===== config.mk =====
export PLATFORM = sky130hd
export DESIGN_NAME = mem_bridge
export DESIGN_NICKNAME = d
export VERILOG_FILES = /design/src/bridge_pkg.sv /design/src/uart_tx.sv /design/src/io_regs.sv /design/src/boot_rom.sv /design/src/sdram_halfword_port.sv /design/src/bus_sequencer.sv /design/src/mem_bridge.sv
export SDC_FILE = /design/constraint.sdc
export NUM_CORES = 1
export LEC_CHECK = 0
export BUFFER_PORTS_ARGS = -buffer_cell sky130_fd_sc_hd__buf_2
export CAP_MARGIN = 20
export CORE_MARGIN = 4
export CORE_UTILIZATION = 51
export DETAILED_ROUTE_END_ITERATION = 10
export PLACE_DENSITY = 0.9
export SYNTH_ARGS = -nofsm -noshare
export SYNTH_HDL_FRONTEND = slang
export SYNTH_SLANG_ARGS = --single-unit

===== constraint.sdc =====
create_clock -name clk_sys -period 4.2 [get_ports clk_sys]
set_input_delay 0.63 -clock clk_sys [delete_from_list [all_inputs] [get_ports clk_sys]]
set_output_delay 0.63 -clock clk_sys [all_outputs]
set_load 0.02 [all_outputs]

===== src/boot_rom.hex =====
// one 32-bit ROM word per line, word address 0 first
00000297
02028293
30529073
00001137
ff010113
0080006f
deadbeef
c0ffee00
13579bdf
2468ace0
0f1e2d3c
4b5a6978
8796a5b4
c3d2e1f0
a5a5f00d
5a5a0ff1


===== src/bridge_pkg.sv =====
package bridge_pkg;

    // log2 of the transfer size in bytes
    typedef logic [2:0] bus_size_t;

    localparam bus_size_t SIZE_HALF = 3'd1;
    localparam bus_size_t SIZE_WORD = 3'd2;

    // source of the response data
    typedef enum logic [1:0] {
        TGT_ROM,
        TGT_IO,
        TGT_SDRAM
    } mem_target_e;

    // one bus word, or the two halfwords the SDRAM port moves
    typedef union packed {
        logic [31:0] word;
        struct packed {
            logic [15:0] hi;
            logic [15:0] lo;
        } half;
    } mem_word_u;

    // address map
    localparam logic [3:0] IO_REGION = 4'h1;
    localparam int SDRAM_BIT = 27;

    // I/O register offsets
    localparam logic [11:0] REG_TRACE = 12'h000;
    localparam logic [11:0] REG_BG_COLOR = 12'h004;

endpackage


===== src/uart_tx.sv =====
`timescale 1ns/10ps

module uart_tx #(
    parameter int CLK_FREQ_HZ = 25_000_000,
    parameter int BAUD_RATE = 115_200
) (
    input  logic       clk_sys,
    input  logic       reset_n,
    input  logic       send_i,
    input  logic [7:0] data_i,
    output logic       busy_o,
    output logic       tx_o
);

    localparam int CLKS_PER_BIT = CLK_FREQ_HZ / BAUD_RATE;
    localparam int CNT_W = $clog2(CLKS_PER_BIT + 1);

    logic [CNT_W-1:0] clk_cnt;
    logic [3:0]       bit_cnt;
    // data bits then stop bit, shifted out lsb first
    logic [8:0]       shift;

    always_ff @(posedge clk_sys) begin
        if (!reset_n) begin
            busy_o  <= 1'b0;
            tx_o    <= 1'b1;
            clk_cnt <= '0;
            bit_cnt <= 4'd0;
        end else if (!busy_o) begin
            if (send_i) begin
                // start bit goes out right away
                shift   <= {1'b1, data_i};
                tx_o    <= 1'b0;
                busy_o  <= 1'b1;
                clk_cnt <= '0;
                bit_cnt <= 4'd0;
            end
        end else if (clk_cnt == CNT_W'(CLKS_PER_BIT - 1)) begin
            clk_cnt <= '0;
            if (bit_cnt == 4'd9) begin
                // end of stop bit, line already idles high
                busy_o <= 1'b0;
            end else begin
                tx_o    <= shift[0];
                shift   <= {1'b1, shift[8:1]};
                bit_cnt <= bit_cnt + 4'd1;
            end
        end else begin
            clk_cnt <= clk_cnt + 1'b1;
        end
    end

endmodule


===== src/io_regs.sv =====
`timescale 1ns/10ps

module io_regs #(
    parameter int CLK_FREQ_HZ = 25_000_000,
    parameter int BAUD_RATE = 115_200
) (
    input  logic        clk_sys,
    input  logic        reset_n,
    input  logic        io_wr_i,
    input  logic [11:0] io_offset_i,
    input  logic [31:0] io_wdata_i,
    output logic [31:0] io_rdata_o,
    output logic [23:0] bg_color_o,
    output logic [7:0]  trace_char_o,
    output logic        uart_tx_o
);

    logic trace_wr;
    logic uart_busy;

    assign trace_wr = io_wr_i & (io_offset_i == bridge_pkg::REG_TRACE);

    // status word, busy in bit 0
    assign io_rdata_o = {31'd0, uart_busy};

    always_ff @(posedge clk_sys) begin
        if (trace_wr) begin
            trace_char_o <= io_wdata_i[7:0];
        end
    end

    always_ff @(posedge clk_sys) begin
        if (!reset_n) begin
            bg_color_o <= 24'd0;
        end else if (io_wr_i && io_offset_i == bridge_pkg::REG_BG_COLOR) begin
            // zero writes are ignored
            if (io_wdata_i != 32'd0) begin
                bg_color_o <= io_wdata_i[23:0];
            end
        end
    end

    uart_tx #(
        .CLK_FREQ_HZ (CLK_FREQ_HZ),
        .BAUD_RATE   (BAUD_RATE)
    ) tx_i (
        .clk_sys (clk_sys),
        .reset_n (reset_n),
        .send_i  (trace_wr),
        .data_i  (io_wdata_i[7:0]),
        .busy_o  (uart_busy),
        .tx_o    (uart_tx_o)
    );

endmodule


===== src/boot_rom.sv =====
`timescale 1ns/10ps

module boot_rom #(
    parameter int ROM_ADDR_BITS = 4
) (
    input  logic                     clk_sys,
    input  logic [ROM_ADDR_BITS-1:0] addr_i,
    output logic [31:0]              data_o
);

    logic [31:0] rom [0:(1 << ROM_ADDR_BITS)-1];

    initial begin
        $readmemh("/design/src/boot_rom.hex", rom);
    end

    // data shows up one cycle after the address
    always_ff @(posedge clk_sys) begin
        data_o <= rom[addr_i];
    end

endmodule


===== src/sdram_halfword_port.sv =====
`timescale 1ns/10ps

module sdram_halfword_port (
    input  logic                  clk_sys,
    input  logic                  reset_n,
    input  logic                  start_i,
    input  logic                  wr_i,
    input  logic                  half_i,
    // halfword address, bit 0 only matters in half mode
    input  logic [23:0]           word_addr_i,
    input  bridge_pkg::mem_word_u wdata_i,
    input  logic                  sdram_rdy_i,
    input  logic [15:0]           sdram_rdata_i,
    output logic                  done_o,
    output bridge_pkg::mem_word_u rdata_o,
    output logic                  sdram_rd_o,
    output logic                  sdram_wr_o,
    output logic [23:0]           sdram_addr_o,
    output logic [15:0]           sdram_wdata_o,
    output logic                  sdram_ack_o
);

    localparam logic [1:0] P_IDLE = 2'd0;
    localparam logic [1:0] P_REQ  = 2'd1;
    localparam logic [1:0] P_ACK  = 2'd2;
    localparam logic [1:0] P_DONE = 2'd3;

    logic [1:0] state;
    logic [1:0] guard;
    logic       hi_phase;

    // the request level stays up for the whole P_REQ state
    assign sdram_rd_o   = (state == P_REQ) & ~wr_i;
    assign sdram_wr_o   = (state == P_REQ) & wr_i;
    assign sdram_ack_o  = (state == P_ACK);
    assign done_o       = (state == P_DONE);

    assign sdram_addr_o  = half_i ? word_addr_i : {word_addr_i[23:1], hi_phase};
    assign sdram_wdata_o = (hi_phase & ~half_i) ? wdata_i.half.hi : wdata_i.half.lo;

    always_ff @(posedge clk_sys) begin
        if (!reset_n) begin
            state    <= P_IDLE;
            guard    <= 2'd0;
            hi_phase <= 1'b0;
        end else begin
            case (state)
                P_IDLE: begin
                    hi_phase <= 1'b0;
                    guard    <= 2'd0;
                    if (start_i) begin
                        state <= P_REQ;
                    end
                end
                P_REQ: begin
                    // controller rdy is stale for the first two cycles
                    if (guard != 2'd2) begin
                        guard <= guard + 2'd1;
                    end else if (sdram_rdy_i) begin
                        if (hi_phase) begin
                            rdata_o.half.hi <= sdram_rdata_i;
                        end else begin
                            rdata_o.half.lo <= sdram_rdata_i;
                        end
                        state <= P_ACK;
                    end
                end
                P_ACK: begin
                    guard <= 2'd0;
                    if (!half_i && !hi_phase) begin
                        hi_phase <= 1'b1;
                        state    <= P_REQ;
                    end else begin
                        state <= P_DONE;
                    end
                end
                default: begin
                    state <= P_IDLE;
                end
            endcase
        end
    end

endmodule


===== src/bus_sequencer.sv =====
`timescale 1ns/10ps

module bus_sequencer (
    input  logic                  clk_sys,
    input  logic                  reset_n,
    input  logic                  ibus_cmd_valid_i,
    input  logic [31:0]           ibus_addr_i,
    input  bridge_pkg::bus_size_t ibus_size_i,
    input  logic                  dbus_cmd_valid_i,
    input  logic                  dbus_cmd_wr_i,
    input  logic [31:0]           dbus_addr_i,
    input  logic [31:0]           dbus_wdata_i,
    input  bridge_pkg::bus_size_t dbus_size_i,
    input  logic [31:0]           rom_data_i,
    input  logic [31:0]           io_rdata_i,
    input  logic                  sd_done_i,
    input  bridge_pkg::mem_word_u sd_rdata_i,
    output logic                  dbus_cmd_ready_o,
    output logic                  ibus_rsp_valid_o,
    output logic                  dbus_rsp_valid_o,
    output logic [31:0]           ibus_rsp_data_o,
    output logic [31:0]           dbus_rsp_data_o,
    output logic [29:0]           rom_addr_o,
    output logic                  io_wr_o,
    output logic [11:0]           io_offset_o,
    output logic [31:0]           io_wdata_o,
    output logic                  sd_start_o,
    output logic                  sd_wr_o,
    output logic                  sd_half_o,
    output logic [23:0]           sd_addr_o,
    output bridge_pkg::mem_word_u sd_wdata_o
);

    localparam logic [2:0] S_IDLE      = 3'd0;
    localparam logic [2:0] S_ROM_BURST = 3'd1;
    localparam logic [2:0] S_SD_WAIT   = 3'd2;
    localparam logic [2:0] S_SD_NEXT   = 3'd3;
    localparam logic [2:0] S_FINISH    = 3'd4;

    logic [2:0]              state;
    logic [31:0]             mem_addr;
    logic                    mem_wr;
    logic                    mem_half;
    bridge_pkg::mem_word_u   mem_wdata;
    logic [2:0]              words_rem;
    logic                    for_ibus;
    logic                    rsp_pulse;
    bridge_pkg::mem_target_e target;
    logic [31:0]             rsp_data;

    // command seen this cycle, data bus first
    logic [31:0]           sel_addr;
    bridge_pkg::bus_size_t sel_size;
    logic                  sel_wr;
    logic                  accept;
    logic                  is_sdram;
    logic                  is_io;
    logic [2:0]            burst_rem;

    assign sel_addr = dbus_cmd_valid_i ? dbus_addr_i : ibus_addr_i;
    assign sel_size = dbus_cmd_valid_i ? dbus_size_i : ibus_size_i;
    assign sel_wr   = dbus_cmd_valid_i & dbus_cmd_wr_i;
    assign accept   = (state == S_IDLE) & (dbus_cmd_valid_i | ibus_cmd_valid_i);
    assign is_sdram = sel_addr[bridge_pkg::SDRAM_BIT];
    assign is_io    = (sel_addr[27:24] == bridge_pkg::IO_REGION);

    // words after the first one in a burst
    assign burst_rem = (sel_size > bridge_pkg::SIZE_WORD) ?
                       3'((4'd1 << (sel_size - bridge_pkg::SIZE_WORD)) - 4'd1) : 3'd0;

    // ready drops in the same cycle a command is taken
    assign dbus_cmd_ready_o = (state == S_IDLE);

    // I/O writes go straight through on the accepting cycle
    assign io_wr_o     = accept & sel_wr & is_io;
    assign io_offset_o = dbus_addr_i[11:0];
    assign io_wdata_o  = dbus_wdata_i;

    assign rom_addr_o = mem_addr[31:2];

    assign sd_start_o = (state == S_SD_WAIT);
    assign sd_wr_o    = mem_wr;
    assign sd_half_o  = mem_half;
    assign sd_addr_o  = mem_addr[24:1];
    assign sd_wdata_o = mem_wdata;

    always_comb begin
        case (target)
            bridge_pkg::TGT_IO:    rsp_data = io_rdata_i;
            bridge_pkg::TGT_SDRAM: rsp_data = sd_rdata_i.word;
            default:               rsp_data = rom_data_i;
        endcase
    end

    assign ibus_rsp_valid_o = rsp_pulse & for_ibus;
    assign dbus_rsp_valid_o = rsp_pulse & ~for_ibus;
    assign ibus_rsp_data_o  = rsp_data;
    assign dbus_rsp_data_o  = rsp_data;

    always_ff @(posedge clk_sys) begin
        if (!reset_n) begin
            state     <= S_IDLE;
            rsp_pulse <= 1'b0;
            for_ibus  <= 1'b0;
            target    <= bridge_pkg::TGT_ROM;
            words_rem <= 3'd0;
        end else begin
            rsp_pulse <= 1'b0;
            case (state)
                S_IDLE: begin
                    if (accept) begin
                        mem_addr       <= sel_addr;
                        mem_wr         <= sel_wr;
                        mem_half       <= (sel_size == bridge_pkg::SIZE_HALF);
                        for_ibus       <= ~dbus_cmd_valid_i;
                        words_rem      <= burst_rem;
                        mem_wdata.word <= dbus_wdata_i;
                        // a halfword write travels in the low half, picked by address bit 1
                        if (sel_size == bridge_pkg::SIZE_HALF) begin
                            mem_wdata.half.lo <= dbus_addr_i[1] ? dbus_wdata_i[31:16]
                                                                : dbus_wdata_i[15:0];
                        end
                        if (is_sdram) begin
                            target <= bridge_pkg::TGT_SDRAM;
                            state  <= S_SD_WAIT;
                        end else if (is_io) begin
                            target    <= bridge_pkg::TGT_IO;
                            rsp_pulse <= ~sel_wr;
                            state     <= S_FINISH;
                        end else begin
                            // ROM writes are dropped
                            target <= bridge_pkg::TGT_ROM;
                            state  <= sel_wr ? S_FINISH : S_ROM_BURST;
                        end
                    end
                end
                S_ROM_BURST: begin
                    rsp_pulse <= 1'b1;
                    mem_addr  <= mem_addr + 32'd4;
                    words_rem <= words_rem - 3'd1;
                    if (words_rem == 3'd0) begin
                        state <= S_FINISH;
                    end
                end
                S_SD_WAIT: begin
                    if (sd_done_i) begin
                        rsp_pulse <= ~mem_wr;
                        if (mem_wr || words_rem == 3'd0) begin
                            state <= S_FINISH;
                        end else begin
                            state <= S_SD_NEXT;
                        end
                    end
                end
                S_SD_NEXT: begin
                    // start is low here so the port sees a fresh request
                    mem_addr  <= mem_addr + 32'd4;
                    words_rem <= words_rem - 3'd1;
                    state     <= S_SD_WAIT;
                end
                default: begin
                    state <= S_IDLE;
                end
            endcase
        end
    end

endmodule


===== src/mem_bridge.sv =====
`timescale 1ns/10ps

module mem_bridge #(
    parameter int CLK_FREQ_HZ = 25_000_000,
    parameter int BAUD_RATE = 115_200,
    parameter int ROM_ADDR_BITS = 4
) (
    input  logic                  clk_sys,
    input  logic                  reset_n,

    // instruction bus
    input  logic                  ibus_cmd_valid_i,
    input  logic [31:0]           ibus_addr_i,
    input  bridge_pkg::bus_size_t ibus_size_i,
    output logic                  ibus_rsp_valid_o,
    output logic [31:0]           ibus_rsp_data_o,

    // data bus
    input  logic                  dbus_cmd_valid_i,
    input  logic                  dbus_cmd_wr_i,
    input  logic [31:0]           dbus_addr_i,
    input  logic [31:0]           dbus_wdata_i,
    input  bridge_pkg::bus_size_t dbus_size_i,
    output logic                  dbus_cmd_ready_o,
    output logic                  dbus_rsp_valid_o,
    output logic [31:0]           dbus_rsp_data_o,

    // SDRAM controller halfword port
    output logic                  sdram_rd_o,
    output logic                  sdram_wr_o,
    output logic [23:0]           sdram_addr_o,
    output logic [15:0]           sdram_wdata_o,
    input  logic                  sdram_rdy_i,
    input  logic [15:0]           sdram_rdata_i,
    output logic                  sdram_ack_o,

    output logic                  uart_tx_o,
    output logic [23:0]           bg_color_o,
    output logic [7:0]            trace_char_o
);

    logic [29:0]           rom_word_addr;
    logic [31:0]           rom_data;
    logic [31:0]           io_rdata;
    logic                  io_wr;
    logic [11:0]           io_offset;
    logic [31:0]           io_wdata;
    logic                  sd_start;
    logic                  sd_wr;
    logic                  sd_half;
    logic [23:0]           sd_addr;
    bridge_pkg::mem_word_u sd_wdata;
    bridge_pkg::mem_word_u sd_rdata;
    logic                  sd_done;

    bus_sequencer seq_i (
        .clk_sys          (clk_sys),
        .reset_n          (reset_n),
        .ibus_cmd_valid_i (ibus_cmd_valid_i),
        .ibus_addr_i      (ibus_addr_i),
        .ibus_size_i      (ibus_size_i),
        .dbus_cmd_valid_i (dbus_cmd_valid_i),
        .dbus_cmd_wr_i    (dbus_cmd_wr_i),
        .dbus_addr_i      (dbus_addr_i),
        .dbus_wdata_i     (dbus_wdata_i),
        .dbus_size_i      (dbus_size_i),
        .rom_data_i       (rom_data),
        .io_rdata_i       (io_rdata),
        .sd_done_i        (sd_done),
        .sd_rdata_i       (sd_rdata),
        .dbus_cmd_ready_o (dbus_cmd_ready_o),
        .ibus_rsp_valid_o (ibus_rsp_valid_o),
        .dbus_rsp_valid_o (dbus_rsp_valid_o),
        .ibus_rsp_data_o  (ibus_rsp_data_o),
        .dbus_rsp_data_o  (dbus_rsp_data_o),
        .rom_addr_o       (rom_word_addr),
        .io_wr_o          (io_wr),
        .io_offset_o      (io_offset),
        .io_wdata_o       (io_wdata),
        .sd_start_o       (sd_start),
        .sd_wr_o          (sd_wr),
        .sd_half_o        (sd_half),
        .sd_addr_o        (sd_addr),
        .sd_wdata_o       (sd_wdata)
    );

    sdram_halfword_port sd_port_i (
        .clk_sys       (clk_sys),
        .reset_n       (reset_n),
        .start_i       (sd_start),
        .wr_i          (sd_wr),
        .half_i        (sd_half),
        .word_addr_i   (sd_addr),
        .wdata_i       (sd_wdata),
        .sdram_rdy_i   (sdram_rdy_i),
        .sdram_rdata_i (sdram_rdata_i),
        .done_o        (sd_done),
        .rdata_o       (sd_rdata),
        .sdram_rd_o    (sdram_rd_o),
        .sdram_wr_o    (sdram_wr_o),
        .sdram_addr_o  (sdram_addr_o),
        .sdram_wdata_o (sdram_wdata_o),
        .sdram_ack_o   (sdram_ack_o)
    );

    // the ROM address wraps modulo its depth
    boot_rom #(
        .ROM_ADDR_BITS (ROM_ADDR_BITS)
    ) rom_i (
        .clk_sys (clk_sys),
        .addr_i  (rom_word_addr[ROM_ADDR_BITS-1:0]),
        .data_o  (rom_data)
    );

    io_regs #(
        .CLK_FREQ_HZ (CLK_FREQ_HZ),
        .BAUD_RATE   (BAUD_RATE)
    ) io_i (
        .clk_sys      (clk_sys),
        .reset_n      (reset_n),
        .io_wr_i      (io_wr),
        .io_offset_i  (io_offset),
        .io_wdata_i   (io_wdata),
        .io_rdata_o   (io_rdata),
        .bg_color_o   (bg_color_o),
        .trace_char_o (trace_char_o),
        .uart_tx_o    (uart_tx_o)
    );

endmodule


==> metrics.md <==
| Metric | Value |
|---|---|
| Area delta synth->final | 20.66% |
| Clk slew on worst S/H paths | 70 ps |
| Via density | around 5.4 |
| Root buf cell | clkbuf_16 |
| Vias in the first global route | around 6000 |
| Flop2flop setup slack | 1750 ps |
| Die X | 133.4 um |
| Post-CTS setup buffers | 0 |
| Total grt overflow | 0 |
| Worst R2R Start | seq_i.state[0] |
| Critical path depth | 7 |
| Worst slew pin tran | 1028 ps |
| Die H | 133.4 um |
| Fmax | 0.3596 GHz |
| RSZ-0062 raised after global routing | false |
| Share of post-route cells with drive strength above 1 | roughly 37% |
| Clock period minus worst slack | 2781 ps |
| Static Leakage | 4.241 nW |
| Port Buffers | 257 |
| PnR Total Power | between 4 and 5 mW |
| Detailed placer's ending HPWL | 14190 um |
| Die ar. | around 18000 um2 |
| Post-CTS Hold Buffers | 0 |
| Starting Density | a little over half |
| Clock sink count | 159 |
| Initial antenna violation count | 0 |
| Crit path max fanout | 10 |
| Initial drt markers | 396 |
| Async set or reset register ratio after synthesis | 0% |
| CORE AREA | 15310 um2 |
| Clk_lat worst skew | 420 ps |
| Crit path from | dbus_cmd_valid_i |
| Hold Slack | 392.9 ps |
| TritonCTS Buffers | 17 |
| Final Hold Violating Endpoints | 0 |
| Distinct cell type count after synthesis | 55 |
| Num rows | 45 |
| Worst EP required | 4250 ps |
| Vias | 6190 |
| Commonest register cell after synthesis | edfxtp_1 |
| Routed wire length | approximately 20000 um |
| Min-Delay Path Class | primary input to flop |
| CP Buf/Inv Count | 2 |
| Worst Skew | 7.754 ps |
| Largest stage delay on the critical path | 570 ps |
| Cell Count, Final, Fillers Out | about 1200 |
| # resized after CTS | 0 |
| Worst r2r path cells | 6 |
| Largest net degree at the start of global routing | 79 |
| #FFs+latches synth | 159 |
| Relative slew slack | 31.31% |
| Critical Path Start Type | primary input |
| Average cell area after synthesis | ~11 um2 |
| Placed Cells | about 1100 |
| Seq/Total Area, Yosys | 52.93% |
| Setup TNS | 0 ps |
| CTS max path bufs | 2 |
| CP top delay family | simple AND/OR/NAND/NOR gates |
| VDD IR max | ~0.00027 V |
| Final antenna-violating net count | 0 |
| Setup violators final | 0 |
| Slowest cell on crit path | or4_1 |
| Critical Path AT | between 2000 and 3000 ps |
| Crit path to | io_i.tx_i.shift[0] |
| Post-synth EDFFs | about 110 |
| Warnings, synthesis | 0 |
| Post-layout nets | 1059 |
| Max Cap Viol | 0 |
| Mapped Nets | 860 |
| Drt wl/cell | about 17 um |
| Worst setup EP type | flop |
| Max Slew Vio Count | 0 |
| Critical path class | primary input to flop |
| Status | complete, no violations |
| DRC viols | 0 |
| # diodes | 0 |
| First-pass iteration count of the detailed router | 5 |
| Worst path cell trace | buf_2 -> nand2b_1 -> or4_1 -> a2111oi_2 -> buf_4 -> mux2i_1 -> nor2b_1 |
| Total GRT Usage | around a fifth |
| Mapped Cells | just over 700 |
| CTS tree | built |
| Post-synthesis cell area | 8018 um2 |
| R2R Path End | io_i.tx_i.shift[0] |
| H-Tree Depth | 4 |
| Global-route wire length before repair | around 30000 um |
| GPL Wtd Cong | 0.8707 |
| Total power divided by cell area | roughly 440 nW/um2 |
| Tcrit/Tclk final | between 60% and 70% |
| # IOs | 267 |
cells in the mapped netlist, drive strengths merged, types with 2 or more instances:
cell type  number  share of area, %
a211o           2              0.22
and4            2              0.22
o211a           2              0.25
a21boi          2              0.19
a211oi         15               1.4
a32oi           2              0.22
or4             3              0.28
nor4           12              0.94
or2             3              0.23
nand3          19               1.2
clkbuf         25               1.2
o32ai           3              0.33
buf            63               5.8
o21ai          18               1.1
mux2i          44               5.5
nand3b          2              0.19
nor3b           7              0.66
and3            6              0.47
o21a            5              0.47
nand4          10              0.78
and2           40               3.1
mux2           39               5.5
edfxtp        106                40
dfxtp          53                13
o311a           2              0.25
a31oi           3              0.23
nand2          85               4.0
o22ai           2              0.16
nor2b          21               1.6
nor2           29               1.4
a21oi          21               1.3
xnor2          11               1.2
a21o            4              0.37
o221a           2              0.28
nor3           11              0.75
a2111oi         2              0.53
xor2            9              0.98
inv            15              0.70
ha              9               1.4
nand2b          9              0.70
worst reg2reg max path, stage by stage (launching register included):
cell and delay [ps]:
dfxtp_1 390, nor3_2 230, nand3_1 200, a2111oi_2 360, buf_4 260, mux2i_1 90
nor2b_1 550
logic make-up after synthesis:
kind of cell,synth area share [%]
adder cells (fa/ha/maj),1.405
multiplexers,10.97
XOR/XNOR,2.185
AND/OR/NAND/NOR,16.79
AO/OA/AOI/OAI,8.006
buffers and inverters,7.709
flip-flops,52.93
final cells by class:
class,instances,area (um2)
Clock buffer,19,452.9
Clock inverter,13,117.6
Fill cell,1227,5640
Inverter,15,56.30
Multi-Input combinational cell,465,3163
Sequential cell,159,4244
Tap cell,211,264.0
Timing Repair Buffer,268,1376
sequential cells by signal, indices dropped and copies added, names as in the netlist, 2 cells and up:
register and cells:
sd_port_i.guard 2, io_i.trace_char_o 8, seq_i.target 2, seq_i.sd_wdata_o 32, io_i.tx_i.clk_cnt 8, sd_port_i.state 2, io_i.tx_i.bit_cnt 4, io_i.tx_i.shift 8
sd_port_i.rdata_o 32, seq_i.mem_addr 24, io_i.bg_color_o 24, seq_i.words_rem 3, seq_i.state 3
cell usage in the layout, fill, tap and decap left out, types with 4 or more instances in the layout:
cell	instances
a211oi_1	15
a21o_1	4
a21oi_1	21
and2_1	40
and3_1	6
buf_2	257
buf_4	10
clkbuf_16	17
clkinv_4	4
dfxtp_1	53
edfxtp_1	106
ha_1	9
inv_1	15
inv_6	4
mux2_2	39
mux2i_1	44
nand2_1	85
nand2b_1	9
nand3_1	19
nand4_1	10
nor2_1	29
nor2b_1	20
nor3_1	10
nor3b_1	7
nor4_1	12
o21a_1	5
o21ai_0	18
xnor2_1	11
xor2_1	9
power by group:
part	total, mW	internal [mW]	switching, mW
Clock	1.47	0.811	0.660
Combinational	0.914	0.337	0.577
Sequential	1.90	1.82	0.0828
how the worst min path moves through the flow:
stage / to / cells after the start / slack [ps] / from
CTS: sd_port_i.rdata_o[10] / 1 / 370 / sdram_rdata_i[10]
global route: sd_port_i.rdata_o[22] / 1 / 370 / sdram_rdata_i[6]
floorplan: seq_i.for_ibus / 2 / 450 / seq_i.for_ibus
finish: sd_port_i.rdata_o[22] / 1 / 390 / sdram_rdata_i[6]
detailed placement: io_i.bg_color_o[23] / 2 / 450 / io_i.bg_color_o[23]
global placement: io_i.bg_color_o[6] / 2 / 440 / io_i.bg_color_o[6]
routing by layer:
layer | vias up | routed length, um | track usage (%)
li1 | 2970 | - | -
met1 | 2933 | 7522 | 24.96
met3 | 32 | 1617 | 6.458
met2 | 255 | 9858 | 37.25
met5 | - | 0 | 0
met4 | 0 | 422 | 7.429
per-stage QoR:
stage	setup slack, ps	instance area, um2	util (%)
final	1419	9674	63.17
after global routing	1279	9674	63.17
after CTS	1443	9659	63.07
after detailed placement	992.9	9089	59.35
after global placement	1050	9089	59.35
after floorplan	1089	8018	-
(Power assumes the default switching activity.)
